--- src/hdl/core_params.svh ---
`ifndef CORE_PARAMS_SVH
`define CORE_PARAMS_SVH

// datapath and register file sizes
`define XLEN        32
`define NUM_REGS    32
`define REG_IDX_W   5

// return address step for jal
`define LINK_OFFSET 4

// edges from issue sampling until writeback is visible
`define WB_LATENCY  3

`endif
--- src/hdl/core_pkg.sv ---
`include "core_params.svh"

package core_pkg;

    typedef logic [`XLEN-1:0] word_t;
    typedef logic [`REG_IDX_W-1:0] reg_idx_t;

    // one valid bit per lane, bit 1 is the older instruction
    typedef logic [1:0] lane_valid_t;

    typedef enum logic [3:0] {
        op_add, op_sub, op_and, op_or,
        op_xor, op_slt, op_sltu, op_sll,
        op_srl, op_sra, op_lui, op_jal,
        op_beq, op_bne, op_blt, op_bge
    } alu_op_t;

    typedef enum logic [1:0] {
        src2_rk, src2_imm, src2_link
    } src2_sel_t;

    typedef struct packed {
        alu_op_t   op;
        src2_sel_t src2;
        reg_idx_t  rd;
        reg_idx_t  rj;
        reg_idx_t  rk;
        word_t     imm;
        word_t     pc;
    } uop_t;

    typedef struct packed {
        uop_t lane1;
        uop_t lane0;
    } issue_pair_t;

    // rd is also read as a source by the compare branches
    typedef struct packed {
        word_t rj_val;
        word_t rk_val;
        word_t rd_val;
    } operands_t;

    typedef struct packed {
        word_t    result;
        reg_idx_t rd;
        logic     wr_en;
    } exe_result_t;

    typedef struct packed {
        logic     valid;
        reg_idx_t addr;
        word_t    data;
    } wb_port_t;

    typedef struct packed {
        logic  taken;
        word_t target;
    } redirect_t;

endpackage

--- src/hdl/retire_regs.sv ---
`timescale 1ns/1ps

module retire_regs (
    input  logic                  clk,
    input  logic                  rstn,
    input  core_pkg::exe_result_t res0,
    input  core_pkg::exe_result_t res1,
    output core_pkg::exe_result_t exe1_res0,
    output core_pkg::exe_result_t exe1_res1,
    output core_pkg::exe_result_t wb_res0,
    output core_pkg::exe_result_t wb_res1,
    input  core_pkg::lane_valid_t wb_valid,
    output core_pkg::wb_port_t    wb0,
    output core_pkg::wb_port_t    wb1
);

    // EXE0-EXE1 then EXE1-WB, validity lives in pipe_ctrl
    always_ff @(posedge clk or negedge rstn) begin
        if (!rstn) begin
            exe1_res0 <= '0;
            exe1_res1 <= '0;
            wb_res0   <= '0;
            wb_res1   <= '0;
        end else begin
            exe1_res0 <= res0;
            exe1_res1 <= res1;
            wb_res0   <= exe1_res0;
            wb_res1   <= exe1_res1;
        end
    end

    // writeback ports
    always_comb begin
        wb0.valid = wb_valid[0] & wb_res0.wr_en;
        wb0.addr  = wb_res0.rd;
        wb0.data  = wb_res0.result;
        wb1.valid = wb_valid[1] & wb_res1.wr_en;
        wb1.addr  = wb_res1.rd;
        wb1.data  = wb_res1.result;
    end

endmodule

--- config.mk ---
export PLATFORM = sky130hd
export DESIGN_NAME = retire_regs
export DESIGN_NICKNAME = d
export VERILOG_FILES = /design/src/hdl/core_pkg.sv /design/src/hdl/retire_regs.sv
export VERILOG_INCLUDE_DIRS = /design/src /design/src/hdl
export SDC_FILE = /design/constraint.sdc
export NUM_CORES = 1
export LEC_CHECK = 0
export BUFFER_PORTS_ARGS = -buffer_cell sky130_fd_sc_hd__buf_2
export CORE_AREA = 2 2 121 123
export CTS_CLUSTER_SIZE = 12
export DETAILED_ROUTE_END_ITERATION = 10
export DIE_AREA = 0 0 123 125
export SYNTH_ARGS = -nofsm -noshare
export SYNTH_HDL_FRONTEND = slang
export SYNTH_SLANG_ARGS = --single-unit
--- constraint.sdc ---
create_clock -name clk -period 0.8 [get_ports clk]
set_input_delay 0.12 -clock clk [delete_from_list [all_inputs] [get_ports clk]]
set_output_delay 0.12 -clock clk [all_outputs]
set_load 0.03 [all_outputs]
==> results by group <==
STA
  – Minimum clock period: 1.20 ns
  – Setup ws final: -0.403 ns
  – RSZ-0062 raised after global routing: yes
  – Worst slew pin tran: 0.310 ns
  – Final setup viols: 228
  – Worst Clk Skew: 0.00393 ns
  – Slew Limit Fails: 0
  – Slew HR: 0.793
  – Final Hold Vio Count: 0
  – Final period utilization: 1.50
  – Maximum clock frequency: 0.831 GHz

Drt
  – Via density: 3.96
  – Avg WL per Cell: 16.5 microns
  – Post-route ant nets: 0
  – Via count: 3187
  – DR iter-0 viols: 100
  – Pre-Repair DR Iteration Count: 4
  – Drt drc: 0
  – Routed WL: 13.3 mm

Final layout
  – Filler instances: 923
  – Share of cells above drive strength 1: 0.749
  – ANT cells: 0
  – Fin cells: 805
  – Area growth from synthesis to layout: 105%
  – Total Nets Final: 688

CTS
  – Clk sinks: 152
  – CTS H-Tree Depth: 4
  – Cts bufs inserted: 17
  – Clock-pin slew on the worst setup and hold paths: 0.06 ns
  – Clk Latency, worst-skew pair: 0.41 ns
  – CTS tree: done
  – Root buffer cell: clkbuf_16
  – Max Buffers Root-to-Sink: 2

Floorplanning
  – Die Y: 125 microns
  – Die width: 123 microns
  – Core Area: 14200 sq um
  – Starting Density: 0.308
  – Ports: 308
  – Cell Rows: 44
  – Die area: 15400 sq um

Global route
  – Initial antenna violation count: 0
  – Vias in the first global route: 3568
  – Overflow after GRT: 0
  – All-layer global routing usage: 0.174
  – Global-route wire length before repair: 19.3 mm
  – Maximum number of pins on one net before global-route repair: 31

Synthesis
  – Number of synthesized flops with an enable pin: 0
  – Largest family of logic cells by synthesized area: buffers and inverters
  – Synth area leaders: dfrtp_1 87%, buf_4 13%, and2_1 0.29%
  – Synth top cells by count: 152 x dfrtp_1, 74 x buf_4, 2 x and2_1
  – Synthesized net count: 308
  – Area leader, netlist: dfrtp_1
  – Async S/R FF share, synth: 1.00
  – Post-synthesis sequential area ratio: 0.870
  – Mean post-synth cell area: 19.2 sq um
  – Post-Synthesis Cells: 228
  – Post-synthesis adder-cell area fraction: 0
  – Synthesized cell area: 4370 sq um
  – Yosys cell types: 3
  – Top-count cell post-synth: dfrtp_1
  – Yosys top cell area share: 0.870
  – Xor and xnor area share after synthesis: 0
  – Synth warn: 0
  – Synth Area in Simple Gates: 0.00286
  – Synth Area in Compound Gates: 0
  – Post-synthesis mux area share: 0
  – Post-synth top flop: dfrtp_1
  – Yosys reg bits: 152

Worst setup path
  – Critical Path AT: 1.08 ns
  – Cell family with most CP delay: flip-flops
  – Worst Setup Start Kind: flop
  – Crit-path slowest cell: dfrtp_2
  – CP peak stage delay: 0.40 ns
  – Worst-path cell chain: and2_4 -> buf_6
  – Max FO, Critical Path: 2
  – Critical setup path kind: flop to output port
  – WP data required: 0.68 ns
  – CP endpoint kind: output port
  – Crit path buffers/inverters: 1

Placement
  – PortBufs: 307
  – Placed cell count: 656
  – DP Wirelength: 7.84 mm
  – Gpl congestion: 0.785

Status
  – Status: finished, violations left
  – Failing checks: setup timing

Pwr
  – Pwr/cell area: 2320 nW/um^2
  – Worst vdd ir: 1530 uV
  – Final Total Pwr: 20.8 mW
  – P_leak: 4.30 nW

Run
  – Max-cap viol count: 0

Min path
  – Worst Hold Class: primary input to asynchronous set/reset pin
[layer usage]
metal | up-vias | global-route usage | part of all wire
met4 | 0 | 0.0816 | 0.028
met2 | 181 | 0.330 | 0.58
met3 | 25 | 0.0712 | 0.082
met5 | - | 0 | 0
met1 | 1581 | 0.154 | 0.31
li1 | 1400 | - | -
[layout make-up]
class                   instances  area (sq um)  share of cell area
well taps                     184           230              0.0256
multi-input cells               2          17.5             0.00195
flip-flops and latches        152          3900               0.434
clock buffers                  26           519              0.0578
clock inverters                 6           158              0.0176
repair buffers                435          4160               0.463
[placed cells by master, fill, tap and decap left out, types with 2 or more instances in the layout]
master / synthesis / layout
dfrtp_2: 0 / 76
buf_6: 0 / 228
buf_2: 0 / 78
buf_4: 74 / 49
clkbuf_1: 0 / 3
dlygate4sd3_1: 0 / 77
clkbuf_16: 0 / 17
and2_4: 0 / 2
clkbuf_8: 0 / 6
buf_12: 0 / 3
dfrtp_1: 152 / 76
bufinv_16: 0 / 5
[registers in the layout, summed over array words and instances (netlist names)]
signal and count:
exe1_res1 38, wb0 37, exe1_res0 38, wb1 37, wb_res1 1, wb_res0 1
[logic make-up (layout without fill, tap and decap cells)]
logic type | Yosys count | after routing
flops | 152 | 152
buf+inv | 74 | 467
simple gates | 2 | 2
[worst reg2reg max path, delay by kind of cell (launching register included)]
family / cells / cell delay [ns]
flops: 1 / 0.40
buf+inv: 2 / 0.27
[worst paths after layout]
| path | to | slack (ns) | start | cells after the start |
|---|---|---|---|---|
| min reg2reg | wb1[22]$_DFF_PN0_ | 0.39 | exe1_res1[28]$_DFF_PN0_ | 0 |
| max | wb0[37] | -0.40 | wb_res0[0]$_DFF_PN0_ | 2 |
| max reg2reg | wb1[21]$_DFF_PN0_ | 0.03 | exe1_res1[27]$_DFF_PN0_ | 2 |
| min | exe1_res1[17]$_DFF_PN0_ | 0.18 | rstn | 2 |
| min in group clk | exe1_res1[15]$_DFF_PN0_ | 0.34 | res1[15] | 2 |
| max in group asynchronous | wb0[12]$_DFF_PN0_ | 0.15 | rstn | 3 |
[metrics by stage]
step	setup slack (ns)	TNS [ns]	util	cell area (sq um)	hold slack, ns
finish	-0.403	-65.81	0.632	8980	0.180
global route	-0.444	-74.03	0.632	8980	0.169
CTS	-0.417	-70.81	0.623	8850	0.152
detailed placement	0.00604	0	0.409	5810	0.0150
global placement	0.0103	0	0.409	5810	0.0142
floorplan	0.0291	0	-	4470	-0.176
[repair_timing]
| action | in CTS | in global routing |
|---|---|---|
| gates resized for setup | 453 | 3 |
| endpoints found under the setup margin | 228 | 228 |
| buffers inserted | 23 | 17 |
| hold buffers | 77 | 0 |
| endpoints found under the hold margin | 228 | 0 |
[report_power, final]
| group | switching (mW) | leakage, nW | internal, mW |
|---|---|---|---|
| clock network | 2.85 | 0.327 | 6.04 |
| logic | 1.81 | 2.28 | 1.66 |
| registers | 0.358 | 1.70 | 8.13 |
| total | 5.02 | 4.30 | 15.8 |
Power figures use the tool's default switching activity.
