**src/hdl/core_params.svh**
```systemverilog
`ifndef CORE_PARAMS_SVH
`define CORE_PARAMS_SVH

// datapath and register file sizes
`define XLEN        32
`define NUM_REGS    32
`define REG_IDX_W   5

// return address step for jal
`define LINK_OFFSET 4

// edges from issue sampling until writeback is visible
`define WB_LATENCY  3

`endif
```
**src/hdl/core_pkg.sv**
```systemverilog
`include "core_params.svh"

package core_pkg;

    typedef logic [`XLEN-1:0] word_t;
    typedef logic [`REG_IDX_W-1:0] reg_idx_t;

    // one valid bit per lane, bit 1 is the older instruction
    typedef logic [1:0] lane_valid_t;

    typedef enum logic [3:0] {
        op_add, op_sub, op_and, op_or,
        op_xor, op_slt, op_sltu, op_sll,
        op_srl, op_sra, op_lui, op_jal,
        op_beq, op_bne, op_blt, op_bge
    } alu_op_t;

    typedef enum logic [1:0] {
        src2_rk, src2_imm, src2_link
    } src2_sel_t;

    typedef struct packed {
        alu_op_t   op;
        src2_sel_t src2;
        reg_idx_t  rd;
        reg_idx_t  rj;
        reg_idx_t  rk;
        word_t     imm;
        word_t     pc;
    } uop_t;

    typedef struct packed {
        uop_t lane1;
        uop_t lane0;
    } issue_pair_t;

    // rd is also read as a source by the compare branches
    typedef struct packed {
        word_t rj_val;
        word_t rk_val;
        word_t rd_val;
    } operands_t;

    typedef struct packed {
        word_t    result;
        reg_idx_t rd;
        logic     wr_en;
    } exe_result_t;

    typedef struct packed {
        logic     valid;
        reg_idx_t addr;
        word_t    data;
    } wb_port_t;

    typedef struct packed {
        logic  taken;
        word_t target;
    } redirect_t;

endpackage

```
**src/hdl/exe_lane.sv**
```systemverilog
`timescale 1ns/1ps
`include "core_params.svh"

module exe_lane (
    input  core_pkg::uop_t        uop,
    input  core_pkg::operands_t   ops,
    output core_pkg::exe_result_t res,
    output logic                  br_taken,
    output core_pkg::word_t       br_target
);

    localparam int SHAMT_W = $clog2(`XLEN);

    core_pkg::word_t op1;
    core_pkg::word_t op2;
    core_pkg::word_t alu_out;
    logic            is_cond_br;

    // operand select
    always_comb begin
        op1 = (uop.op == core_pkg::op_jal) ? uop.pc : ops.rj_val;
        case (uop.src2)
            core_pkg::src2_rk:   op2 = ops.rk_val;
            core_pkg::src2_imm:  op2 = uop.imm;
            core_pkg::src2_link: op2 = `LINK_OFFSET;
            default:             op2 = ops.rk_val;
        endcase
    end

    always_comb begin
        case (uop.op)
            core_pkg::op_add:  alu_out = op1 + op2;
            core_pkg::op_sub:  alu_out = op1 - op2;
            core_pkg::op_and:  alu_out = op1 & op2;
            core_pkg::op_or:   alu_out = op1 | op2;
            core_pkg::op_xor:  alu_out = op1 ^ op2;
            core_pkg::op_slt:  alu_out = {{(`XLEN-1){1'b0}}, $signed(op1) < $signed(op2)};
            core_pkg::op_sltu: alu_out = {{(`XLEN-1){1'b0}}, op1 < op2};
            core_pkg::op_sll:  alu_out = op1 << op2[SHAMT_W-1:0];
            core_pkg::op_srl:  alu_out = op1 >> op2[SHAMT_W-1:0];
            core_pkg::op_sra:  alu_out = $signed(op1) >>> op2[SHAMT_W-1:0];
            core_pkg::op_lui:  alu_out = uop.imm;
            // link value is always pc plus 4
            core_pkg::op_jal:  alu_out = op1 + `LINK_OFFSET;
            default:           alu_out = '0;
        endcase
    end

    // compare branches test rj against rd
    always_comb begin
        is_cond_br = 1'b0;
        br_taken   = 1'b0;
        case (uop.op)
            core_pkg::op_beq: begin
                is_cond_br = 1'b1;
                br_taken   = ops.rj_val == ops.rd_val;
            end
            core_pkg::op_bne: begin
                is_cond_br = 1'b1;
                br_taken   = ops.rj_val != ops.rd_val;
            end
            core_pkg::op_blt: begin
                is_cond_br = 1'b1;
                br_taken   = $signed(ops.rj_val) < $signed(ops.rd_val);
            end
            core_pkg::op_bge: begin
                is_cond_br = 1'b1;
                br_taken   = $signed(ops.rj_val) >= $signed(ops.rd_val);
            end
            core_pkg::op_jal: br_taken = 1'b1;
            default: br_taken = 1'b0;
        endcase
    end

    assign br_target = uop.pc + uop.imm;

    assign res.result = alu_out;
    assign res.rd     = uop.rd;
    assign res.wr_en  = !is_cond_br && (uop.rd != '0);

endmodule

```
**config.mk**
```make
export PLATFORM = sky130hd
export DESIGN_NAME = exe_lane
export DESIGN_NICKNAME = d
export VERILOG_FILES = /design/src/hdl/core_pkg.sv /design/src/hdl/exe_lane.sv
export VERILOG_INCLUDE_DIRS = /design/src /design/src/hdl
export SDC_FILE = /design/constraint.sdc
export NUM_CORES = 1
export LEC_CHECK = 0
export BUFFER_PORTS_ARGS = -buffer_cell sky130_fd_sc_hd__buf_2
export CORE_ASPECT_RATIO = 0.6
export CORE_MARGIN = 3
export CORE_UTILIZATION = 30
export DETAILED_ROUTE_END_ITERATION = 10
export PLACE_DENSITY_LB_ADDON = 0.25
export SLEW_MARGIN = 15
export SYNTH_ARGS = -nofsm -noshare
export SYNTH_HDL_FRONTEND = slang
export SYNTH_SLANG_ARGS = --single-unit
```
**constraint.sdc**
```tcl
create_clock -name vclk -period 5.9
set_clock_uncertainty 0.1 [all_clocks]
set_input_delay 0.295 -clock vclk [all_inputs]
set_output_delay 0.295 -clock vclk [all_outputs]
set_load 0.05 [all_outputs]
```
==> summary.md <==
| Metric | Value |
|---|---|
| Maximum fanout along the worst path | 25 |
| DP Cell Count | 2733 |
| Syn Std Cell Area | 12920 sq um |
| Power per standard cell area | 173.2 nW/um^2 |
| Lkg Pwr | 7.093 nW |
| Post-route DRC | 0 |
| Status | completed |
| Total GRT Usage | 0.3116 |
| Vias after detailed routing | 16930 |
| Final Power | 2.674 mW |
| Switching power | 1.785 mW |
| Synth top cells by count | nand2_1 (191), a21oi_1 (180), nor2_1 (180) |
| GRT overflow | 0 |
| Worst hold path class | in2out |
| Yosys warns | 0 |
| Initial antenna violation count | 3 |
| Setup Crit Path Kind | in2out |
| # rows | 58 |
| Wire length per cell | 27.56 um |
| N_diodes | 0 |
| Final Slew Violations | 0 |
| Core Region | 42160 sq um |
| Antenna-violating nets left | 0 |
| Fin worst setup slack | 0.2074 ns |
| Starting Density | 0.3064 |
| Top-Level Pins | 252 |
| Setup crit end | res[36] |
| Syn avg cell area | 6.632 sq um |
| Area Overhead vs Synth | 19.54% |
| Clkbuf count | 0 |
| Syn nets | 2299 |
| Initial DRT Pass Iterations | 7 |
| Net Sw Frac | 0.6673 |
| CP arrival | 5.30 ns |
| Max VDD drop | 114.3 uV |
| CTS Hold Buffers Added | 0 |
| Final min period | 5.693 ns |
| Buffers on Ports | 242 |
| Final hold vios | 0 |
| Internal power | 889.8 uW |
| Vias/cell | 6.193 |
| Crit path required time | 5.51 ns |
| Top cells by area, synth | ha_1 (16%), mux2i_1 (8.4%), a21oi_1 (7.0%) |
| Clock power frac | 0 |
| Period utilisation layout | 0.9648 |
| Dpl hpwl | 62150 um |
| Post-placement cell area | 15440 sq um |
| Relative slew margins | 0.1634 |
| Sequential area share after synthesis | 0 |
| Die height | 166.7 um |
| Yosys top cell by area | ha_1 |
| Slew @ Worst Pin | 1.249 ns |
| Fraction of layout cells with a size suffix above 1 | 0.1960 |
| Setup repair bufs after CTS | 0 |
| DRT iter0 DRCs | 2385 |
| Pin count of the biggest net entering global routing | 63 |
| Unrepaired setup endpoints after global routing | false |
| Top-count cell post-synth | nand2_1 |
| CP Capture Type | output port |
| Post-Route WL | 75330 um |
| Die Area | 45670 sq um |
| F_max | 175.7 MHz |
| Seq_cells | 0 |
| Setup Viol. Count Final | 0 |
| Max_cap viols | 0 |
| CTS resizes | 0 |
| Nets | 2516 |
| Sequential share of power | 0 |
| Min Hold Slack | 0.7913 ns |
| Place WS | 0.4039 ns |
| Util after Layout | 0.3663 |
| FF/Latch Area | 0 sq um |
| Synth cell types | 86 |
| Fin cells | 2733 |
| Synth top area share | 0.1617 |
| Gate power share | 1.000 |
| Hold Path Origin | uop[78] |
| Setup TNS | 0 ns |
| Gpl congestion | 1.029 |
| Multi-input gate area | 11860 sq um |
| Vias in the first global route | 15550 |
| Die W | 273.9 um |
| Fill count | 4574 |
| CP startpoint | uop[82] |
| Global-route wire length before repair | 107200 um |
| Mapped Cells | 1948 |
| Cell area after layout | 15440 sq um |
| Startpoint types | primary input |
## cell families (layout without fill, tap and decap cells)
group | Yosys count | in the layout | synth area share
AOI/OAI and AO/OA | 710 | 710 | 0.3735
and+or+nand+nor | 587 | 587 | 0.2074
muxes | 144 | 144 | 0.1227
adders and majority gates | 170 | 170 | 0.1664
xor gates and xnor gates | 67 | 67 | 0.04542
buffers and inverters | 270 | 485 | 0.08465
## critical path, cell delays in order
cell and delay, ns:
buf_2 0.24, and4b_2 0.83, buf_4 0.30, mux2_2 0.44, ha_1 0.46, nor4_1 0.72
buf_4 0.25, nand2_1 0.07, a211oi_1 0.21, buf_4 0.17, o31ai_1 0.09, nor2b_1 0.23
o211a_1 0.26, o2111a_1 0.23, a22oi_1 0.18, buf_4 0.15, buf_12 0.12
## power by group through the flow
stage | registers [mW] | logic [mW] | clock network, mW
CTS | 0 | 2.60 | 0
global placement | 0 | 2.59 | 0
finish | 0 | 2.67 | 0
global route | 0 | 2.81 | 0
detailed placement | 0 | 2.59 | 0
floorplan | 0 | 1.62 | 0
## placed cells by master (no fill, tap or decap), types with 40 or more instances in the layout
cell	count
buf_4	101
o211ai_1	59
mux2i_1	108
nand2_1	189
inv_1	135
nor2_1	179
xnor2_1	41
buf_2	220
a21oi_1	180
ha_1	167
a21o_1	52
o21ai_0	110
nand3_1	62
nor3_1	40
## layer usage
metal	global-route usage	vias up	wire length (um)
met4	0.06132	2	1746
li1	-	7655	-
met3	0.04608	89	7999
met5	0	-	13
met2	0.4501	1035	30360
met1	0.4812	8145	35210
## how the worst min path moves through the flow
stage | slack [ns] | endpoint | cells after the start
CTS | 0.79 | res[5] | 2
detailed placement | 0.79 | res[5] | 2
global placement | 0.79 | res[5] | 2
finish | 0.79 | res[5] | 2
global route | 0.80 | res[1] | 2
floorplan | 0.66 | res[1] | 1
## layout make-up
| class | count | area share |
|---|---|---|
| Multi-Input combinational cell | 1678 | 0.7683 |
| Timing Repair Buffer | 345 | 0.1515 |
| Tap cell | 570 | 0.04618 |
| Inverter | 140 | 0.03403 |
No activity file was read; power rests on OpenSTA's default activity.
