File: src/hdl/core_params.svh
`ifndef CORE_PARAMS_SVH
`define CORE_PARAMS_SVH

// datapath and register file sizes
`define XLEN        32
`define NUM_REGS    32
`define REG_IDX_W   5

// return address step for jal
`define LINK_OFFSET 4

// edges from issue sampling until writeback is visible
`define WB_LATENCY  3

`endif
File: src/hdl/core_pkg.sv
`include "core_params.svh"

package core_pkg;

    typedef logic [`XLEN-1:0] word_t;
    typedef logic [`REG_IDX_W-1:0] reg_idx_t;

    // one valid bit per lane, bit 1 is the older instruction
    typedef logic [1:0] lane_valid_t;

    typedef enum logic [3:0] {
        op_add, op_sub, op_and, op_or,
        op_xor, op_slt, op_sltu, op_sll,
        op_srl, op_sra, op_lui, op_jal,
        op_beq, op_bne, op_blt, op_bge
    } alu_op_t;

    typedef enum logic [1:0] {
        src2_rk, src2_imm, src2_link
    } src2_sel_t;

    typedef struct packed {
        alu_op_t   op;
        src2_sel_t src2;
        reg_idx_t  rd;
        reg_idx_t  rj;
        reg_idx_t  rk;
        word_t     imm;
        word_t     pc;
    } uop_t;

    typedef struct packed {
        uop_t lane1;
        uop_t lane0;
    } issue_pair_t;

    // rd is also read as a source by the compare branches
    typedef struct packed {
        word_t rj_val;
        word_t rk_val;
        word_t rd_val;
    } operands_t;

    typedef struct packed {
        word_t    result;
        reg_idx_t rd;
        logic     wr_en;
    } exe_result_t;

    typedef struct packed {
        logic     valid;
        reg_idx_t addr;
        word_t    data;
    } wb_port_t;

    typedef struct packed {
        logic  taken;
        word_t target;
    } redirect_t;

endpackage

File: src/hdl/issue_regs.sv
`timescale 1ns/1ps

module issue_regs (
    input  logic                  clk,
    input  logic                  rstn,
    input  logic                  issue_valid,
    input  logic                  flush,
    input  core_pkg::issue_pair_t issue_pair,
    input  core_pkg::operands_t   rf_ops0,
    input  core_pkg::operands_t   rf_ops1,
    output core_pkg::issue_pair_t id_pair,
    output core_pkg::issue_pair_t exe0_pair,
    output core_pkg::operands_t   exe0_ops0,
    output core_pkg::operands_t   exe0_ops1
);

    // ID-REG
    always_ff @(posedge clk or negedge rstn) begin
        if (!rstn) begin
            id_pair <= '0;
        end else if (flush) begin
            id_pair <= '0;
        end else if (issue_valid) begin
            id_pair <= issue_pair;
        end
    end

    // REG-EXE0, register read data is captured here
    always_ff @(posedge clk or negedge rstn) begin
        if (!rstn) begin
            exe0_pair <= '0;
            exe0_ops0 <= '0;
            exe0_ops1 <= '0;
        end else if (flush) begin
            exe0_pair <= '0;
            exe0_ops0 <= '0;
            exe0_ops1 <= '0;
        end else begin
            exe0_pair <= id_pair;
            exe0_ops0 <= rf_ops0;
            exe0_ops1 <= rf_ops1;
        end
    end

endmodule

File: config.mk
export PLATFORM = sky130hd
export DESIGN_NAME = issue_regs
export DESIGN_NICKNAME = d
export VERILOG_FILES = /design/src/hdl/core_pkg.sv /design/src/hdl/issue_regs.sv
export VERILOG_INCLUDE_DIRS = /design/src /design/src/hdl
export SDC_FILE = /design/constraint.sdc
export NUM_CORES = 1
export LEC_CHECK = 0
export ABC_AREA = 0
export BUFFER_PORTS_ARGS = -buffer_cell sky130_fd_sc_hd__buf_4
export CORE_AREA = 2 2 354 356
export DETAILED_ROUTE_END_ITERATION = 8
export DIE_AREA = 0 0 356 358
export SLEW_MARGIN = 20
export SYNTH_ARGS = -nofsm -noshare
export SYNTH_HDL_FRONTEND = slang
export SYNTH_SLANG_ARGS = --single-unit
File: constraint.sdc
create_clock -name clk -period 0.9 [get_ports clk]
set_input_delay 0.045 -clock clk [delete_from_list [all_inputs] [get_ports clk]]
set_output_delay 0.045 -clock clk [all_outputs]
set_load 0.05 [all_outputs]
==> results of run 1 <==
tightest hold or removal path: stages:
cell	delay, ns
sky130_fd_sc_hd__buf_8	0.11
sky130_fd_sc_hd__buf_4	0.23
sky130_fd_sc_hd__nor2_1	0.12
per-stage QoR:
stage | setup slack [ns] | TNS (ns) | area (um2)
finish | -0.4230 | -228.42 | 38510
global route | -0.4937 | -270.63 | 38510
CTS | -0.4956 | -261.01 | 37970
detailed placement | -0.09815 | -2.193 | 28100
global placement | -0.08903 | -1.658 | 28100
floorplan | 0.03598 | 0 | 18590
cells in the final DEF (no fill, tap or decap), types with 4 or more instances in the layout:
master,instances
sky130_fd_sc_hd__clkinvlp_4,4
sky130_fd_sc_hd__clkbuf_1,12
sky130_fd_sc_hd__buf_12,25
sky130_fd_sc_hd__dfrtp_1,357
sky130_fd_sc_hd__buf_6,521
sky130_fd_sc_hd__dfrtp_2,175
sky130_fd_sc_hd__nor2_1,170
sky130_fd_sc_hd__mux2i_1,161
sky130_fd_sc_hd__dlygate4sd3_1,468
sky130_fd_sc_hd__clkinv_2,9
sky130_fd_sc_hd__bufinv_16,4
sky130_fd_sc_hd__mux2i_2,6
sky130_fd_sc_hd__buf_8,57
sky130_fd_sc_hd__clkbuf_16,62
sky130_fd_sc_hd__clkbuf_8,16
sky130_fd_sc_hd__buf_4,550
sky130_fd_sc_hd__nor2b_1,358
sky130_fd_sc_hd__diode_2,14
repair_timing:
item / in CTS / in global routing
pin swaps: 0 / 39
hold endpoints to repair: 967 / 70
gates resized for setup: 591 / 74
gates cloned: 0 / 2
hold buffers: 467 / 9
endpoints found under the setup margin: 532 / 855
setup buffers: 127 / 21
metal layers:
metal,GRT usage,up-vias,wire length (um)
li1,-,7356,-
met1,0.1368,8187,31990
met2,0.2016,683,41620
met3,0.04031,146,6537
met4,0.04970,2,2711
met5,0,-,13
cell families after synthesis:
kind of cell	Yosys count	share of synthesized area
buf+inv	78	0.02499
simple gates	532	0.1580
mux	170	0.09260
flops	532	0.7245
state kept, by name, indices dropped and copies added (netlist names):
name       flops
id_pair      170
exe0_pair    170
exe0_ops1     96
exe0_ops0     96
power groups by stage:
stage / Sequential (mW) / Combinational (mW) / Clock, mW
after global placement: 26.2 / 10.6 / 0
after floorplan: 30.2 / 1.69 / 0
after CTS: 26.0 / 13.8 / 25.9
after global routing: 26.1 / 14.9 / 27.1
after detailed placement: 26.2 / 10.7 / 0
final: 26.0 / 14.2 / 25.3
worst max-delay path by stage:
stage	start	endpoint	depth (start not counted)
2_1_floorplan	issue_valid	id_pair[134]	5
3_3_place_gp	issue_valid	id_pair[49]	5
3_5_place_dp	issue_valid	id_pair[55]	5
4_1_cts	id_pair[41]	id_pair[41]	1
5_1_grt	exe0_ops0[9]	exe0_ops0[9]	1
6_report	exe0_pair[168]	exe0_pair[168]	1
area by class of cell:
type | instances | area [um2] | share of cell area
clock buffer | 88 | 1767 | 0.04587
clock inverter | 23 | 269.0 | 0.006985
multi-input combinational | 702 | 4684 | 0.1216
sequential | 532 | 13530 | 0.3513
timing repair buffer | 1628 | 16180 | 0.4201
antenna | 14 | 35.03 | 0.0009096
tap | 1637 | 2048 | 0.05318
==> results by group, run 1 <==
Power
  • Total power divided by cell area: 1701 nW/um2
  • Worst-case vdd ir drop: 1.506 mV
  • Switching component of the power: 19.08 mW
  • Power share of the clock group: 0.386
  • Internal power: 46.43 mW
  • Leakage power: 18.59 nW
  • Switching share of power: 0.2913
  • Fraction of power consumed by combinational cells: 0.217
  • Share of power burned in registers: 0.398
  • Design Power: 65.51 mW

Logic synthesis
  • Yosys top cell by area: sky130_fd_sc_hd__dfrtp_1
  • Post-Synthesis Cells: 1312
  • Top post-synthesis cells by area: sky130_fd_sc_hd__dfrtp_1 72%, sky130_fd_sc_hd__nor2b_1 12%, sky130_fd_sc_hd__mux2i_1 9.3%, sky130_fd_sc_hd__nor2_1 3.5%, sky130_fd_sc_hd__buf_2 0.93%
  • Number of nets produced by synthesis: 1678
  • Most instantiated flip-flop cell in the synthesis netlist: sky130_fd_sc_hd__dfrtp_1
  • EDFF count, synth: 0
  • Ranking of synthesized cells by instance count: 532 x sky130_fd_sc_hd__dfrtp_1, 362 x sky130_fd_sc_hd__nor2b_1, 170 x sky130_fd_sc_hd__mux2i_1, 170 x sky130_fd_sc_hd__nor2_1, 34 x sky130_fd_sc_hd__buf_2
  • Count of unique library cells instantiated by Yosys: 9
  • FF+latch count, synth: 532
  • Fraction of synthesis flops using an asynchronous set or reset pin: 1.000
  • Count leader, synth: sky130_fd_sc_hd__dfrtp_1
  • Average size of a mapped cell: 14.01 um2
  • Share of Yosys cell area claimed by the top area cell type: 0.7245
  • Sequential cell area fraction in the yosys report: 0.7245
  • Total standard cell area after synthesis: 18380 um2
  • Number of synthesis warnings: 0

Clock tree
  • TritonCTS buffer count: 60
  • Level count of the clock H-tree: 2
  • CTS tree: done
  • Clock Tree Root: sky130_fd_sc_hd__clkbuf_16
  • Sinks on the clock net: 532
  • Clock slew at the register clock pins of the worst setup and hold paths: 0.06 ns
  • Number of buffers between clock root and the deepest sink: 3
  • Clock latency reported for the late side of the worst-skew pair: 0.64 ns

Critical path
  • Critical path capture point type: output port
  • Category of cells accounting for the largest share of critical-path delay: flip-flops
  • Biggest cell delay along the critical path: 0.46 ns
  • CP cell instances: buf_6
  • Reg-to-Reg End: id_pair[20]
  • Highest fanout seen on the critical path: 1
  • Kind of start point of the critical path: flop
  • Critical path type: flop to output port
  • Required time at the endpoint of the critical path: 0.85 ns
  • Max stage delay cell, worst path: sky130_fd_sc_hd__dfrtp_2
  • Register-to-Register Setup Slack: -0.09 ns
  • CP bufs+invs: 1
  • Reg2Reg Depth: 4
  • Critical register-to-register path startpoint: id_pair[20]
  • Endpoint arrival time on the critical path: 1.28 ns

Die
  • Die extent in x: 356 um
  • Initial core utilization: 0.1490
  • Site row count: 129
  • DIE HEIGHT: 358 um
  • Core Area: 123300 um2
  • Full die area: 127400 um2
  • I/O pins: 898

STA
  • Maximum achievable frequency: 0.7559 GHz
  • Max-slew violation count: 0
  • Setup violations, final: 729
  • Post-route minimum period: 1.323 ns
  • Max-slew headroom at the worst pin: 0.3985
  • Worst hold slack across all endpoints: -0.1026 ns
  • Final setup margin: -0.4230 ns
  • Clock Skew: 0.01658 ns
  • Fraction of the cycle the final worst path needs: 1.470
  • Count of endpoints failing hold in the final timing report: 26
  • Pin slew with the least headroom to its limit: 0.8993 ns
  • RSZ-0062 raised after global routing: yes

Route
  • Routed WL per cell: 17.92 um
  • Drt drc: 0
  • Number of nets with antenna violations after detailed routing: 0
  • 1st-pass router iterations: 5
  • First DRT Iteration DRCs: 810
  • Detailed-route wire length: 82870 um
  • Vias per std cell: 3.541
  • DR vias: 16370

Place
  • Number of instances in the placed design: 3883
  • GP Congestion: 0.8046
  • Count of port buffers added during placement: 897
  • Detailed-placement wirelength estimate: 54600 um

Worst hold path
  • Worst Min Path Start: flush
  • Hold worst-path end: id_pair[163]
  • Min-Delay Path Depth: 3
  • Kind of path behind the tightest hold check: input pin to flop

GRT
  • GRT Resource Usage Total: 0.1190
  • Pin count of the biggest net entering global routing: 49
  • Number of global-route vias before repair: 18250
  • Gr ovfl total: 0
  • Number of antenna violations at the first check in global routing: 28
  • Wire length of the first global-routing pass: 114700 um

Layout
  • Final Core Density: 0.3123
  • Post-layout instance count excluding filler cells: 4624
  • Proportion of layout cells with a drive suffix above 1: 0.4857
  • Number of filler instances in the final layout: 11970
  • Fin nets: 3290
  • Area overhead of the layout relative to synthesis: 109.6%

Run status
  • Outcome: finished, violations left
  • Violated checks: negative hold slack, negative setup slack

Flow run
  • Number of max-capacitance violations reported: 0
(Power assumes the default switching activity.)
==> run 2, diff against run 1 <==
SETUP_SLACK_MARGIN = 0.02   (was default)
==> run 2 against run 1 <==
The flow finishes with violations (negative setup slack). Clock power barely moved. First-iteration DRC count grew 8.5%. Clock-buffer cell count stayed put. Non-clock buffer count is 11 lower. Via count shrank 0.63%. Global-route usage barely moved. Sequential share of layout area fell by 0.067 points. Critical endpoint is now exe0_ops1[64]. Largest power group unchanged.
==> results by group, run 2 (synthesized netlist as in run 1, its figures left out) <==
Critical path
  • Reg-to-Reg End: id_pair[20]
  • Kind of start point of the critical path: input pin
  • Reg2Reg Depth: 4
  • Required time at the endpoint of the critical path: 1.47 ns
  • Critical path type: input pin to flop
  • Highest fanout seen on the critical path: 15
  • Endpoint arrival time on the critical path: 1.98 ns
  • Critical path capture point type: flop
  • Critical register-to-register path startpoint: id_pair[20]
  • Register-to-Register Setup Slack: -0.08 ns

Die
  • Core Area: 123300 um2
  • Full die area: 127400 um2
  • I/O pins: 898
  • DIE HEIGHT: 358 um
  • Site row count: 129
  • Die extent in x: 356 um
  • Initial core utilization: 0.1490

Run status
  • Violated checks: negative setup slack
  • Outcome: finished, violations left

Clock tree
  • Level count of the clock H-tree: 2
  • TritonCTS buffer count: 60
  • Clock Tree Root: sky130_fd_sc_hd__clkbuf_16
  • Clock slew at the register clock pins of the worst setup and hold paths: 0.06 ns
  • Number of buffers between clock root and the deepest sink: 3
  • Sinks on the clock net: 532
  • Clock latency reported for the late side of the worst-skew pair: 0.64 ns
  • CTS tree: done

Route
  • Number of nets with antenna violations after detailed routing: 0
  • First DRT Iteration DRCs: 879
  • Vias per std cell: 3.523
  • DR vias: 16270
  • Drt drc: 0
  • Routed WL per cell: 18.01 um
  • 1st-pass router iterations: 4
  • Detailed-route wire length: 83170 um

STA
  • Max-slew headroom at the worst pin: 0.5057
  • Aggregate negative setup slack: -266.29 ns
  • Final setup margin: -0.5009 ns
  • Maximum achievable frequency: 0.7138 GHz
  • Fraction of the cycle the final worst path needs: 1.557
  • Pin slew with the least headroom to its limit: 0.7390 ns
  • Worst hold slack across all endpoints: 0.01479 ns
  • RSZ-0062 raised after global routing: yes
  • Setup violations, final: 841
  • Count of endpoints failing hold in the final timing report: 0
  • Clock Skew: 0.01560 ns
  • Post-route minimum period: 1.401 ns
  • Max-slew violation count: 0

Layout
  • Register Area: 13530 um2
  • Commonest non-fill, non-tap cells in the layout: 562 x sky130_fd_sc_hd__buf_6, 507 x sky130_fd_sc_hd__buf_4, 456 x sky130_fd_sc_hd__dlygate4sd3_1
  • Area overhead of the layout relative to synthesis: 110.0%
  • Largest registers: exe0_pair (170), id_pair (170)
  • Area of combinational cells with multiple inputs: 4679 um2
  • Fin nets: 3279
  • Final Core Density: 0.3129
  • Proportion of layout cells with a drive suffix above 1: 0.4862
  • Most common cell after layout, fill and taps aside: sky130_fd_sc_hd__buf_6
  • Number of filler instances in the final layout: 11980

Worst hold path
  • Worst Min Path Start: flush
  • Min-Delay Path Depth: 5
  • Hold worst-path end: id_pair[29]
  • Kind of path behind the tightest hold check: input pin to flop

GRT
  • Wire length of the first global-routing pass: 114900 um
  • Number of global-route vias before repair: 18220
  • Pin count of the biggest net entering global routing: 49
  • Number of antenna violations at the first check in global routing: 29
  • Gr ovfl total: 0
  • GRT Resource Usage Total: 0.1193

Flow run
  • Number of max-capacitance violations reported: 0

Place
  • GP Congestion: 0.8046
  • Detailed-placement wirelength estimate: 54600 um
  • Count of port buffers added during placement: 897

Power
  • Leakage power: 18.59 nW
  • Worst-case vdd ir drop: 1.502 mV
  • Design Power: 65.56 mW
  • Total power divided by cell area: 1699 nW/um2
==> run 2: worst max path at each step <==
stage                       startpoint            end  slack (ns)  depth (start not counted)
after global routing      exe0_ops0[9]   exe0_ops0[9]       -0.49                          1
final                            flush  exe0_ops1[64]       -0.50                          6
after detailed placement   issue_valid    id_pair[55]        -0.1                          5
after global placement     issue_valid    id_pair[49]       -0.09                          5
after CTS                  id_pair[41]    id_pair[41]       -0.50                          1
after floorplan            issue_valid   id_pair[134]        0.04                          5
==> run 2: worst max-delay path: stages <==
cell	delay [ns]
sky130_fd_sc_hd__buf_8	0.10
sky130_fd_sc_hd__dlygate4sd3_1	0.61
sky130_fd_sc_hd__buf_12	0.18
sky130_fd_sc_hd__buf_4	0.19
sky130_fd_sc_hd__nor2b_1	0.19
sky130_fd_sc_hd__dlygate4sd3_1	0.61
==> run 2: cell type report <==
| class | count | area share |
|---|---|---|
| repair buffers | 1617 | 0.4210 |
| clock buffers | 88 | 0.04578 |
| multi-input cells | 702 | 0.1213 |
| flip-flops and latches | 532 | 0.3507 |
| well taps | 1637 | 0.05308 |
| clock inverters | 23 | 0.006971 |
| diodes | 19 | 0.001232 |
==> run 2: routing by layer <==
layer,wire [um],global-route usage,vias up
met3,6574,0.03807,150
met5,13,0,-
li1,-,-,7348
met4,2732,0.04920,2
met1,32350,0.1383,8101
met2,41500,0.2028,670
==> run 2: through the flow <==
step / instance area, um2 / setup WS [ns] / std cells
2_1_floorplan: 18590 / 0.03598 / 1312
3_3_place_gp: 28100 / -0.08903 / 3883
3_5_place_dp: 28100 / -0.09815 / 3883
4_1_cts: 37940 / -0.4956 / 4585
5_1_grt: 38570 / -0.4937 / 4611
6_report: 38590 / -0.5009 / 4618
==> run 2: repair_timing <==
action | in CTS | in global routing
resized for setup | 591 | 115
pin swaps | 0 | 69
hold buffers | 464 | 10
setup buffers | 127 | 22
setup endpoints to repair | 532 | 923
endpoints found under the hold margin | 967 | 73
gates cloned | 0 | 2
==> run 2: power by group <==
group	internal [mW]	total (mW)	switching (mW)
sequential	25.2	26.1	0.902
clock	14.8	25.3	10.5
combinational	6.54	14.2	7.71
