<file path="config.mk">
export PLATFORM = sky130hd
export DESIGN_NAME = pipe_ctrl
export DESIGN_NICKNAME = d
export VERILOG_FILES = /design/src/hdl/core_pkg.sv /design/src/hdl/pipe_ctrl.sv
export VERILOG_INCLUDE_DIRS = /design/src /design/src/hdl
export SDC_FILE = /design/constraint.sdc
export NUM_CORES = 1
export LEC_CHECK = 0
export BUFFER_PORTS_ARGS = -buffer_cell sky130_fd_sc_hd__buf_4
export CAP_MARGIN = 40
export CORE_MARGIN = 4
export CORE_UTILIZATION = 29
export DETAILED_ROUTE_END_ITERATION = 16
export GPL_TIMING_DRIVEN = 0
export HOLD_SLACK_MARGIN = 0.03
export PLACE_DENSITY = 0.87
export SLEW_MARGIN = 20
export SYNTH_ARGS = -nofsm -noshare
export SYNTH_HDL_FRONTEND = slang
export SYNTH_SLANG_ARGS = --single-unit
</file>
<file path="constraint.sdc">
create_clock -name clk -period 1.5 [get_ports clk]
set_input_delay 0.15 -clock clk [delete_from_list [all_inputs] [get_ports clk]]
set_output_delay 0.15 -clock clk [all_outputs]
set_load 0.05 [all_outputs]
</file>
<file path="src/hdl/core_params.svh">
`ifndef CORE_PARAMS_SVH
`define CORE_PARAMS_SVH

// datapath and register file sizes
`define XLEN        32
`define NUM_REGS    32
`define REG_IDX_W   5

// return address step for jal
`define LINK_OFFSET 4

// edges from issue sampling until writeback is visible
`define WB_LATENCY  3

`endif
</file>
<file path="src/hdl/core_pkg.sv">
`include "core_params.svh"

package core_pkg;

    typedef logic [`XLEN-1:0] word_t;
    typedef logic [`REG_IDX_W-1:0] reg_idx_t;

    // one valid bit per lane, bit 1 is the older instruction
    typedef logic [1:0] lane_valid_t;

    typedef enum logic [3:0] {
        op_add, op_sub, op_and, op_or,
        op_xor, op_slt, op_sltu, op_sll,
        op_srl, op_sra, op_lui, op_jal,
        op_beq, op_bne, op_blt, op_bge
    } alu_op_t;

    typedef enum logic [1:0] {
        src2_rk, src2_imm, src2_link
    } src2_sel_t;

    typedef struct packed {
        alu_op_t   op;
        src2_sel_t src2;
        reg_idx_t  rd;
        reg_idx_t  rj;
        reg_idx_t  rk;
        word_t     imm;
        word_t     pc;
    } uop_t;

    typedef struct packed {
        uop_t lane1;
        uop_t lane0;
    } issue_pair_t;

    // rd is also read as a source by the compare branches
    typedef struct packed {
        word_t rj_val;
        word_t rk_val;
        word_t rd_val;
    } operands_t;

    typedef struct packed {
        word_t    result;
        reg_idx_t rd;
        logic     wr_en;
    } exe_result_t;

    typedef struct packed {
        logic     valid;
        reg_idx_t addr;
        word_t    data;
    } wb_port_t;

    typedef struct packed {
        logic  taken;
        word_t target;
    } redirect_t;

endpackage

</file>
<file path="src/hdl/pipe_ctrl.sv">
`timescale 1ns/1ps

module pipe_ctrl (
    input  logic                  clk,
    input  logic                  rstn,
    input  logic                  issue_valid,
    input  core_pkg::lane_valid_t br_taken,
    input  core_pkg::word_t       br_target0,
    input  core_pkg::word_t       br_target1,
    output core_pkg::lane_valid_t id_valid,
    output core_pkg::lane_valid_t exe0_valid,
    output core_pkg::lane_valid_t exe1_valid,
    output core_pkg::lane_valid_t wb_valid,
    output core_pkg::redirect_t   redirect
);

    logic lane1_win;
    logic lane0_win;

    // only a live instruction in EXE0 may redirect
    assign lane1_win = br_taken[1] & exe0_valid[1];
    assign lane0_win = br_taken[0] & exe0_valid[0];

    // lane 1 is older and its branch outranks lane 0
    always_comb begin
        redirect.taken  = lane1_win | lane0_win;
        redirect.target = lane1_win ? br_target1 : br_target0;
    end

    always_ff @(posedge clk or negedge rstn) begin
        if (!rstn) begin
            id_valid   <= '0;
            exe0_valid <= '0;
            exe1_valid <= '0;
            wb_valid   <= '0;
        end else begin
            // an incoming pair is younger than the branch and is dropped
            if (issue_valid && !redirect.taken) begin
                id_valid <= 2'b11;
            end else begin
                id_valid <= 2'b00;
            end
            exe0_valid <= redirect.taken ? 2'b00 : id_valid;
            // taken lane 1 branch kills its lane 0 partner
            exe1_valid <= {exe0_valid[1], exe0_valid[0] & ~lane1_win};
            wb_valid   <= exe1_valid;
        end
    end

    // both younger pairs are gone for the two cycles after a redirect
    exe0_empty_after_redirect : assert property (
        @(posedge clk) disable iff (!rstn)
        ($past(redirect.taken) || $past(redirect.taken, 2)) |-> (exe0_valid == 2'b00)
    );

endmodule

</file>
==> results of run 1 <==
[timing repair]
item / in CTS / in global routing
gates resized for setup: 31 / 5
hold endpoints to repair: 6 / 0
endpoints found under the setup margin: 32 / 32
pin swaps: 1 / 1
setup buffers: 2 / 0
cloned: 0 / 1
hold buffers: 1 / 0
[power breakdown]
group,internal (µW),switching (µW)
Sequential,177,10.1
Combinational,434,482
Clock,101,56.1
Total,711,548
[registers in the layout, summed over array words and instances, names as in the netlist]
register / count
exe0_valid: 1
exe1_valid: 2
id_valid: 1
wb_valid: 2
[stage by stage]
stage	total power, µW	hold slack [ps]
3_3_place_gp	1005	-45.71
4_1_cts	1249	124.4
3_5_place_dp	1019	-40.04
6_report	1259	128.5
2_1_floorplan	728.1	-145.6
5_1_grt	1322	118.1
[cell families after synthesis]
group / count (synthesis) / share of synthesized area [%]
compound gates: 1 / 0.6762
buf+inv: 6 / 10.66
flops: 6 / 20.30
mux: 32 / 63.96
simple gates: 4 / 4.399
[cell usage in the layout, fill, tap and decap left out]
master,n
sky130_fd_sc_hd__inv_1,1
sky130_fd_sc_hd__clkbuf_1,1
sky130_fd_sc_hd__buf_8,2
sky130_fd_sc_hd__mux2_2,1
sky130_fd_sc_hd__and2_1,2
sky130_fd_sc_hd__dfrtp_2,1
sky130_fd_sc_hd__clkbuf_16,1
sky130_fd_sc_hd__buf_6,30
sky130_fd_sc_hd__clkbuf_4,3
sky130_fd_sc_hd__nand2_8,1
sky130_fd_sc_hd__o21ai_0,1
sky130_fd_sc_hd__buf_4,81
sky130_fd_sc_hd__dlygate4sd3_1,1
sky130_fd_sc_hd__and2b_2,1
sky130_fd_sc_hd__dfrtp_1,5
sky130_fd_sc_hd__buf_12,3
sky130_fd_sc_hd__mux2_4,31
[cell type report]
cell class	count	share of cell area, %
multi-input cells	37	28.85
flip-flops and latches	6	8.351
clock buffers	4	1.449
repair buffers	113	54.93
inverters	1	0.2070
plain buffers	5	4.141
well taps	30	2.070
[worst register-to-register path, cell delays in order, from the launching register on]
cell	delay (ps)
sky130_fd_sc_hd__dfrtp_2	410
sky130_fd_sc_hd__buf_4	150
sky130_fd_sc_hd__o21ai_0	110
sky130_fd_sc_hd__and2_1	180
[worst max path at each step]
stage / depth (start not counted) / slack, ps / startpoint / endpoint
2_1_floorplan: 3 / 110 / exe0_valid[0] / redirect[10]
3_3_place_gp: 4 / 130 / exe0_valid[0] / redirect[23]
3_5_place_dp: 4 / 120 / exe0_valid[0] / redirect[18]
4_1_cts: 4 / -90 / exe0_valid[0] / redirect[18]
5_1_grt: 4 / -130 / exe0_valid[0] / redirect[7]
6_report: 4 / -60 / exe0_valid[0] / redirect[7]
[layer usage]
metal | global-route usage (%) | vias up
met4 | 4.636 | 0
li1 | - | 409
met1 | 15.22 | 400
met3 | 5.044 | 2
met2 | 32.54 | 59
met5 | 0 | -
==> metrics, run 1 <==
Crit path buffers/inverters 2; placed instance count 188; violations in the final reports negative setup slack; number of synthesized flops with an enable pin 0; Final Instance Area 0.001813 mm²; fraction of layout cells with a size suffix above 1 93.37%; top cell type's share of synthesized area 60.91%; area taken by flip-flops and latches 151.4 µm²; post-synthesis cell type count 10; Most used DFF post-synth sky130_fd_sc_hd__dfrtp_1; die area 0.003422 mm²; buffer depth of the longest clock path 2; worst path required time 1350 ps; share of the core filled with cells 73.85%; first-iteration detailed-routing DRC count 23; Cell Area, Placed 0.001597 mm²; worst hold path class in2reg; cell types occupying the most area after synthesis sky130_fd_sc_hd__mux2_4, sky130_fd_sc_hd__dfrtp_1, sky130_fd_sc_hd__buf_12; clk sinks 6; post-detailed-route DRC marker count 0; Leakage 0.001041 µW; pin count of the biggest net entering global routing 11; global routing usage summed across all routing layers 16.16%; WHS Path Cells 2; Relative slew margins 82.65%; row cnt 18; fill count 168; pins over their slew limit 0; layout-stage area growth over the synthesis result 145.2%; residual antenna-violating net count after detailed routing 0; crit path capture type output port; worst setup slack for register-to-register paths 540 ps; WS Path Type reg2out; summed instance area of the synthesized netlist 739.5 µm²; worst voltage drop across the vdd grid 712.5 µV; number of antenna violations at the first check in global routing 0; result of the run finished, violations left; crit path cell chain nand2_8 -> buf_12 -> mux2_4 -> buf_8; number of cells in the finished layout apart from fillers 196; top cells by count, synth sky130_fd_sc_hd__mux2_4, sky130_fd_sc_hd__dfrtp_1, sky130_fd_sc_hd__buf_12; die boundary width 58.50 µm; setup repair after global routing missed its margin true; residual overflow from global routing 0; detailed-routed wire length on met3 351 µm; worst hold path endpoint id_valid[0]; DR pass1 iterations 2; arrival time at the worst endpoint 1410 ps; initial core utilization 30.12%; CTS Buf Count 3; worst hold start issue_valid; detailed-route via count 870; first-pass GRT wire length 4.305 mm; count of buffers inserted at the top-level ports 109; H-tree Lvls 1; transition time at the pin with the least slew margin 257.5 ps; power density normalized to cell area 694.4 mW/mm²; count of boundary I/O pins 110; routability cong. 0.6535; Finish-stage setup viols 31; vertical extent of the die 58.50 µm; number of nets in the layout 236; Met1 Wirelength 811 µm; number of global-route vias before repair 963; Slowest-stage cell, CP sky130_fd_sc_hd__dfrtp_2; later-pin clock latency in the skew report 240 ps; Gate Count Post-Synth 49; Peak Freq 640.5 MHz; share of flip-flops with an asynchronous set or reset 100.0%; Setup WS post-layout -61.36 ps; cell type contributing the most total cell area after synthesis sky130_fd_sc_hd__mux2_4; endpoint of the worst register-to-register path id_valid[0]; sequential element share of the synthesized area 20.30%; worst-case setup slack after placement 117.4 ps; critical register-to-register path startpoint exe0_valid[0]; cell at the root of the clock tree sky130_fd_sc_hd__clkbuf_4; top-count cell post-synth sky130_fd_sc_hd__mux2_4; final critical-path required period 1561 ps; number of cell instances on the worst register-to-register path 3; uppermost signal routing layer after detailed routing met4; Met2 Wirelength 1.704 mm; clock tree from TritonCTS built; area of the placeable core 0.002455 mm²; footprint of the multi-input gates 523.0 µm²; Top delay family on crit path flip-flops; number of vias per cell 4.439; sort of element at the start of the critical path register; Synth warnings 0; Layout Skew 3.722 ps; portion of the clock cycle consumed by the worst path in the final layout 104.1%; Post-Syn Nets 118; total wirelength of the detailed-routed design 2.891 mm; post-synthesis average cell area 15.09 µm²; slowest cell delay on critical path 440 ps; Antenna Diode Count 0; Routed WL per cell 14.75 µm; post-synthesis register bit count 6; final setup TNS -1438 ps; total half-perimeter wirelength after legalization and detailed placement 2.210 mm; number of max-cap violations 0; crit path max fanout 10; clock transition time at the flip-flop clock pins of the worst setup and hold paths 50 ps; Final Hold Fails 0
Power figures use the tool's default switching activity.
==> run 2: changes to the inputs <==
- REMOVE_ABC_BUFFERS: not set -> 1
==> run 2 against run 1 <==
Effect of this change:
- the run still ends with negative setup slack left
- highest routed layer unchanged
- largest cell class unchanged
- critical path type unchanged
- flip-flop and latch count is the same
- via count rose by 0.34%
- sequential power rose by 7%
- wire length increased by 7.9%
- global-route usage grew 1.4 points
- largest power group unchanged
- die area unchanged
- first-iteration DRC count shrank 48%
- sequential share of layout area grew 0.39 points
- register-to-register slack lost 120 ps
- setup slack worse by 54 ps
- critical path depth fell by 1
- clock-buffer cell count shrank 1
==> metrics, run 2 (synthesized netlist as in run 1, its figures left out) <==
result of the run finished, violations left; violations in the final reports negative setup slack; clock transition time at the flip-flop clock pins of the worst setup and hold paths 50 ps; area of the placeable core 0.002455 mm²; setup repair after global routing missed its margin true; total wirelength of the detailed-routed design 3.119 mm; number of nets in the layout 232; Antenna Diode Count 0; worst path required time 1350 ps; worst hold start issue_valid; sort of element at the start of the critical path register; Leakage 0.0009939 µW; Layout Skew 4.563 ps; die boundary width 58.50 µm; share of the core filled with cells 71.71%; final critical-path required period 1615 ps; number of antenna violations at the first check in global routing 0; CTS Buf Count 3; power density normalized to cell area 702.3 mW/mm²; total half-perimeter wirelength after legalization and detailed placement 2.259 mm; worst setup slack for register-to-register paths 420 ps; final setup TNS -3306 ps; crit path max fanout 8; worst hold path class in2reg; fill count 175; arrival time at the worst endpoint 1470 ps; WS Path Type reg2out; number of cell instances on the worst register-to-register path 2; vertical extent of the die 58.50 µm; count of buffers inserted at the top-level ports 109; endpoint of the worst register-to-register path exe0_valid[0]; later-pin clock latency in the skew report 240 ps; Peak Freq 619.2 MHz; first-pass GRT wire length 4.505 mm; Relative slew margins 79.41%; worst voltage drop across the vdd grid 478.0 µV; highest-count cells in the layout ignoring fill and taps sky130_fd_sc_hd__buf_4, sky130_fd_sc_hd__mux2_4, sky130_fd_sc_hd__buf_6, sky130_fd_sc_hd__dfrtp_1, sky130_fd_sc_hd__nand2_8; worst hold path endpoint id_valid[0]; critical register-to-register path startpoint exe0_valid[0]; initial core utilization 30.12%; post-detailed-route DRC marker count 0; footprint of the multi-input gates 586.8 µm²; layout-stage area growth over the synthesis result 138.1%; DR pass1 iterations 2; residual overflow from global routing 0; Setup WS post-layout -115.0 ps; number of global-route vias before repair 961; number of max-cap violations 0; portion of the clock cycle consumed by the worst path in the final layout 107.7%; routability cong. 0.6767; global routing usage summed across all routing layers 17.56%; area taken by flip-flops and latches 153.9 µm²; top flop regs exe1_valid (2), wb_valid (2); row cnt 18; Finish-stage setup viols 32; count of boundary I/O pins 110; fraction of layout cells with a size suffix above 1 93.79%; WHS Path Cells 2; residual antenna-violating net count after detailed routing 0; cell at the root of the clock tree sky130_fd_sc_hd__clkbuf_4; transition time at the pin with the least slew margin 305.6 ps; Final Hold Fails 0; crit path capture type output port; die area 0.003422 mm²; buffer depth of the longest clock path 2; most common cell after layout, fill and taps aside sky130_fd_sc_hd__buf_4; pins over their slew limit 0; detailed-route via count 873; Routed WL per cell 16.33 µm; number of vias per cell 4.571; pin count of the biggest net entering global routing 9; first-iteration detailed-routing DRC count 12; H-tree Lvls 1; clock tree from TritonCTS built; clk sinks 6
[run 2: worst max path at each step]
stage             startpoint            to  slack [ps]  depth (start not counted)
2_1_floorplan  exe0_valid[0]   redirect[0]        -690                          2
3_3_place_gp   exe0_valid[0]   redirect[0]        -120                          3
3_5_place_dp   exe0_valid[0]   redirect[0]        -150                          3
4_1_cts        exe0_valid[0]  redirect[19]        -130                          3
5_1_grt        exe0_valid[0]   redirect[1]        -150                          3
6_report       exe0_valid[0]  redirect[17]        -120                          3
[run 2: final cells by class]
type	instances	area share [%]
well taps	30	2.132
inverters	1	0.2132
clock buffers	3	1.279
repair buffers	111	54.30
flip-flops and latches	6	8.742
multi-input cells	40	33.33
[run 2: repair_timing]
item                                    CTS  global route
endpoints found under the setup margin   32            32
pin swaps                                 3             2
hold endpoints to repair                  6             0
cloned                                    3             0
buffers inserted                          1             0
resized for setup                        40             0
hold buffers                              1             0
[run 2: metrics by stage]
stage | instance area, µm² | total power (µW) | hold WS [ps] | std cells | setup WS (ps)
2_1_floorplan | 664.4 | 698.3 | -145.6 | 44 | -688.4
4_1_cts | 1760 | 1244 | 119.9 | 191 | -131.9
6_report | 1760 | 1236 | 121.7 | 191 | -115.0
3_3_place_gp | 1520 | 976.9 | -43.94 | 183 | -116.4
5_1_grt | 1760 | 1295 | 110.6 | 191 | -155.0
3_5_place_dp | 1520 | 989.9 | -40.72 | 183 | -151.0
[run 2: critical path: stages (launching register included)]
cell                      delay, ps
sky130_fd_sc_hd__dfrtp_4        580
sky130_fd_sc_hd__nand2_8        170
sky130_fd_sc_hd__mux2_4         320
sky130_fd_sc_hd__buf_6          150
[run 2: report_power, final]
part / switching [µW] / leakage [µW] / internal, µW
clock network: 54.9 / 0.0000138 / 90.3
logic: 485 / 0.000905 / 405
registers: 23.3 / 0.0000755 / 178
[run 2: routing by layer]
layer  GRT usage [%]  wire length, µm  part of all wire (%)
met5               0                0                     0
met4           10.60              120                   3.8
met3           4.825              342                    11
met2           30.94             1697                    54
met1           18.40              958                    31
==> run 3: changes to the inputs <==
- BUFFER_PORTS_ARGS: -buffer_cell sky130_fd_sc_hd__buf_4 -> not set
- CORE_UTILIZATION: 29 -> 54
- DONT_BUFFER_PORTS: not set -> 1
- PLACE_DENSITY: 0.87 -> 0.8
- clock period: 1.5 -> 1.4 ns (I/O delays scaled with it)
==> run 3 against run 2 <==
Effect of this change:
- the run still ends with negative setup slack left
- setup slack better by 41 ps
- non-clock buffer count decreased by 104
- clock-buffer cell count is the same
- clock power increased by 6%
- register-to-register slack lost 30 ps
- flip-flop and latch count is the same
- via count is 47% lower
- combinational power fell by 30%
- wire length decreased by 35%
- worst hold slack lost 4.9 ps
- largest cell class is now multi-input combinational cells
==> metrics, run 3 (synthesized netlist as in run 1, its figures left out) <==
WHS 116.8 ps; DR pass1 iterations 2; number of vias per cell 6.431; highest-count cells in the layout ignoring fill and taps sky130_fd_sc_hd__mux2_4, sky130_fd_sc_hd__dfrtp_1, sky130_fd_sc_hd__nand2_8, sky130_fd_sc_hd__clkbuf_4; cell at the root of the clock tree sky130_fd_sc_hd__clkbuf_4; worst hold path class in2reg; arrival time at the worst endpoint 1330 ps; result of the run finished, violations left; die area 0.002025 mm²; Leakage 0.0004645 µW; number of antenna violations at the first check in global routing 0; CTS Buf Count 3; transition time at the pin with the least slew margin 499.2 ps; residual overflow from global routing 0; clock tree from TritonCTS built; area taken by flip-flops and latches 151.4 µm²; Finish-stage setup viols 32; top flop regs exe1_valid (2), wb_valid (2); net switching power figure 530.4 µW; Cell Area, Placed 721.9 µm²; fill count 90; pin count of the biggest net entering global routing 9; final setup TNS -2238 ps; proportion of total power due to net switching 52.43%; power density normalized to cell area 1140 mW/mm²; footprint of the multi-input gates 586.8 µm²; sequential group share of total power 23.1%; number of nets in the layout 128; routability cong. 0.6470; clock transition time at the flip-flop clock pins of the worst setup and hold paths 40 ps; initial core utilization 56.83%; vertical extent of the die 45.01 µm; post-detailed-route DRC marker count 0; violations in the final reports negative setup slack; detailed-route via count 463; crit path max fanout 8; die boundary width 45.01 µm; Final Instance Area 887.1 µm²; layout-stage area growth over the synthesis result 19.97%; Antenna Diode Count 0; count of boundary I/O pins 110; cell internal power dissipation 481.3 µW; WS Path Type reg2out; overall power 1012 µW; Relative slew margins 66.72%; most common cell after layout, fill and taps aside sky130_fd_sc_hd__mux2_4; proportion of power drawn by the clock network 15.2%; worst path required time 1260 ps; area of the placeable core 0.001301 mm²; later-pin clock latency in the skew report 240 ps; total wirelength of the detailed-routed design 2.019 mm; portion of the clock cycle consumed by the worst path in the final layout 105.3%; crit path capture type output port; Peak Freq 678.3 MHz; row cnt 13; worst voltage drop across the vdd grid 535.8 µV; Layout Skew 3.281 ps; residual antenna-violating net count after detailed routing 0; clk sinks 6; first-iteration detailed-routing DRC count 4; fraction of layout cells with a size suffix above 1 80.70%; share of power burned in combinational logic 61.6%; final critical-path required period 1474 ps; Routed WL per cell 28.04 µm; first-pass GRT wire length 2.332 mm; number of max-cap violations 0; buffer depth of the longest clock path 2; count of buffers inserted at the top-level ports 0; setup repair after global routing missed its margin true; share of the core filled with cells 68.17%; sort of element at the start of the critical path register; H-tree Lvls 1; Setup WS post-layout -74.34 ps; global routing usage summed across all routing layers 16.69%; Final Hold Fails 0; number of global-route vias before repair 449; pins over their slew limit 0
## run 3: changes by cell type in the layout (fill, tap and decap cells not counted), sizes merged
| cell | delta |
|---|---|
| buf | -107 |
| clkbuf | +2 |
| dlygate4sd3 | +1 |
## run 3: power groups by stage
stage | logic (µW) | clock network (µW) | registers [µW]
4_1_cts | 597 | 160 | 252
3_5_place_dp | 543 | 0 | 256
5_1_grt | 638 | 171 | 236
2_1_floorplan | 476 | 0 | 272
6_report | 624 | 154 | 234
3_3_place_gp | 494 | 0 | 275
## run 3: worst max-delay path, cell delays in order (launching register included)
cell and delay [ps]:
sky130_fd_sc_hd__dfrtp_2 420, sky130_fd_sc_hd__buf_12 160, sky130_fd_sc_hd__nand2_8 110, sky130_fd_sc_hd__mux2_4 400
## run 3: per-layer routing
| layer | vias up | wire [µm] | GRT usage (%) | share of wire, % |
|---|---|---|---|---|
| met5 | - | 0 | 0 | 0 |
| li1 | 197 | - | - | - |
| met1 | 214 | 636 | 17.27 | 32 |
| met4 | 0 | 19 | 10.53 | 0.94 |
| met3 | 2 | 226 | 4.382 | 11 |
| met2 | 50 | 1136 | 29.38 | 56 |
## run 3: cell type report
cell class / instances / share of cell area [%]
Multi-Input combinational cell: 40 / 66.15
Sequential cell: 6 / 17.07
Timing Repair Buffer: 7 / 11.71
Clock buffer: 3 / 2.539
Tap cell: 15 / 2.116
Inverter: 1 / 0.4231
## run 3: what timing repair did
item	in CTS	in global routing
pin swaps	3	1
hold endpoints to repair	7	0
hold buffers	2	0
endpoints found under the setup margin	33	32
buffers inserted	1	0
gates cloned	3	0
gates resized for setup	10	0
## run 3: final timing paths
check | end | slack (ps) | start | cells after the start
worst max register to register | exe0_valid[0] | 390 | exe0_valid[0] | 3
worst min-delay path | exe1_valid[0] | 120 | br_taken[1] | 1
min in group asynchronous | exe1_valid[0] | 210 | rstn | 1
max in group asynchronous | exe0_valid[0] | 950 | rstn | 1
worst min register to register | exe1_valid[1] | 570 | exe0_valid[0] | 1
worst max-delay path | redirect[6] | -70 | exe0_valid[0] | 3
## run 3: metrics by stage
step | worst slack (ps) | instances
after floorplan | -778.4 | 44
final | -74.34 | 72
after detailed placement | -282.8 | 61
after CTS | -89.79 | 70
after global placement | -875.2 | 59
after global routing | -116.7 | 72
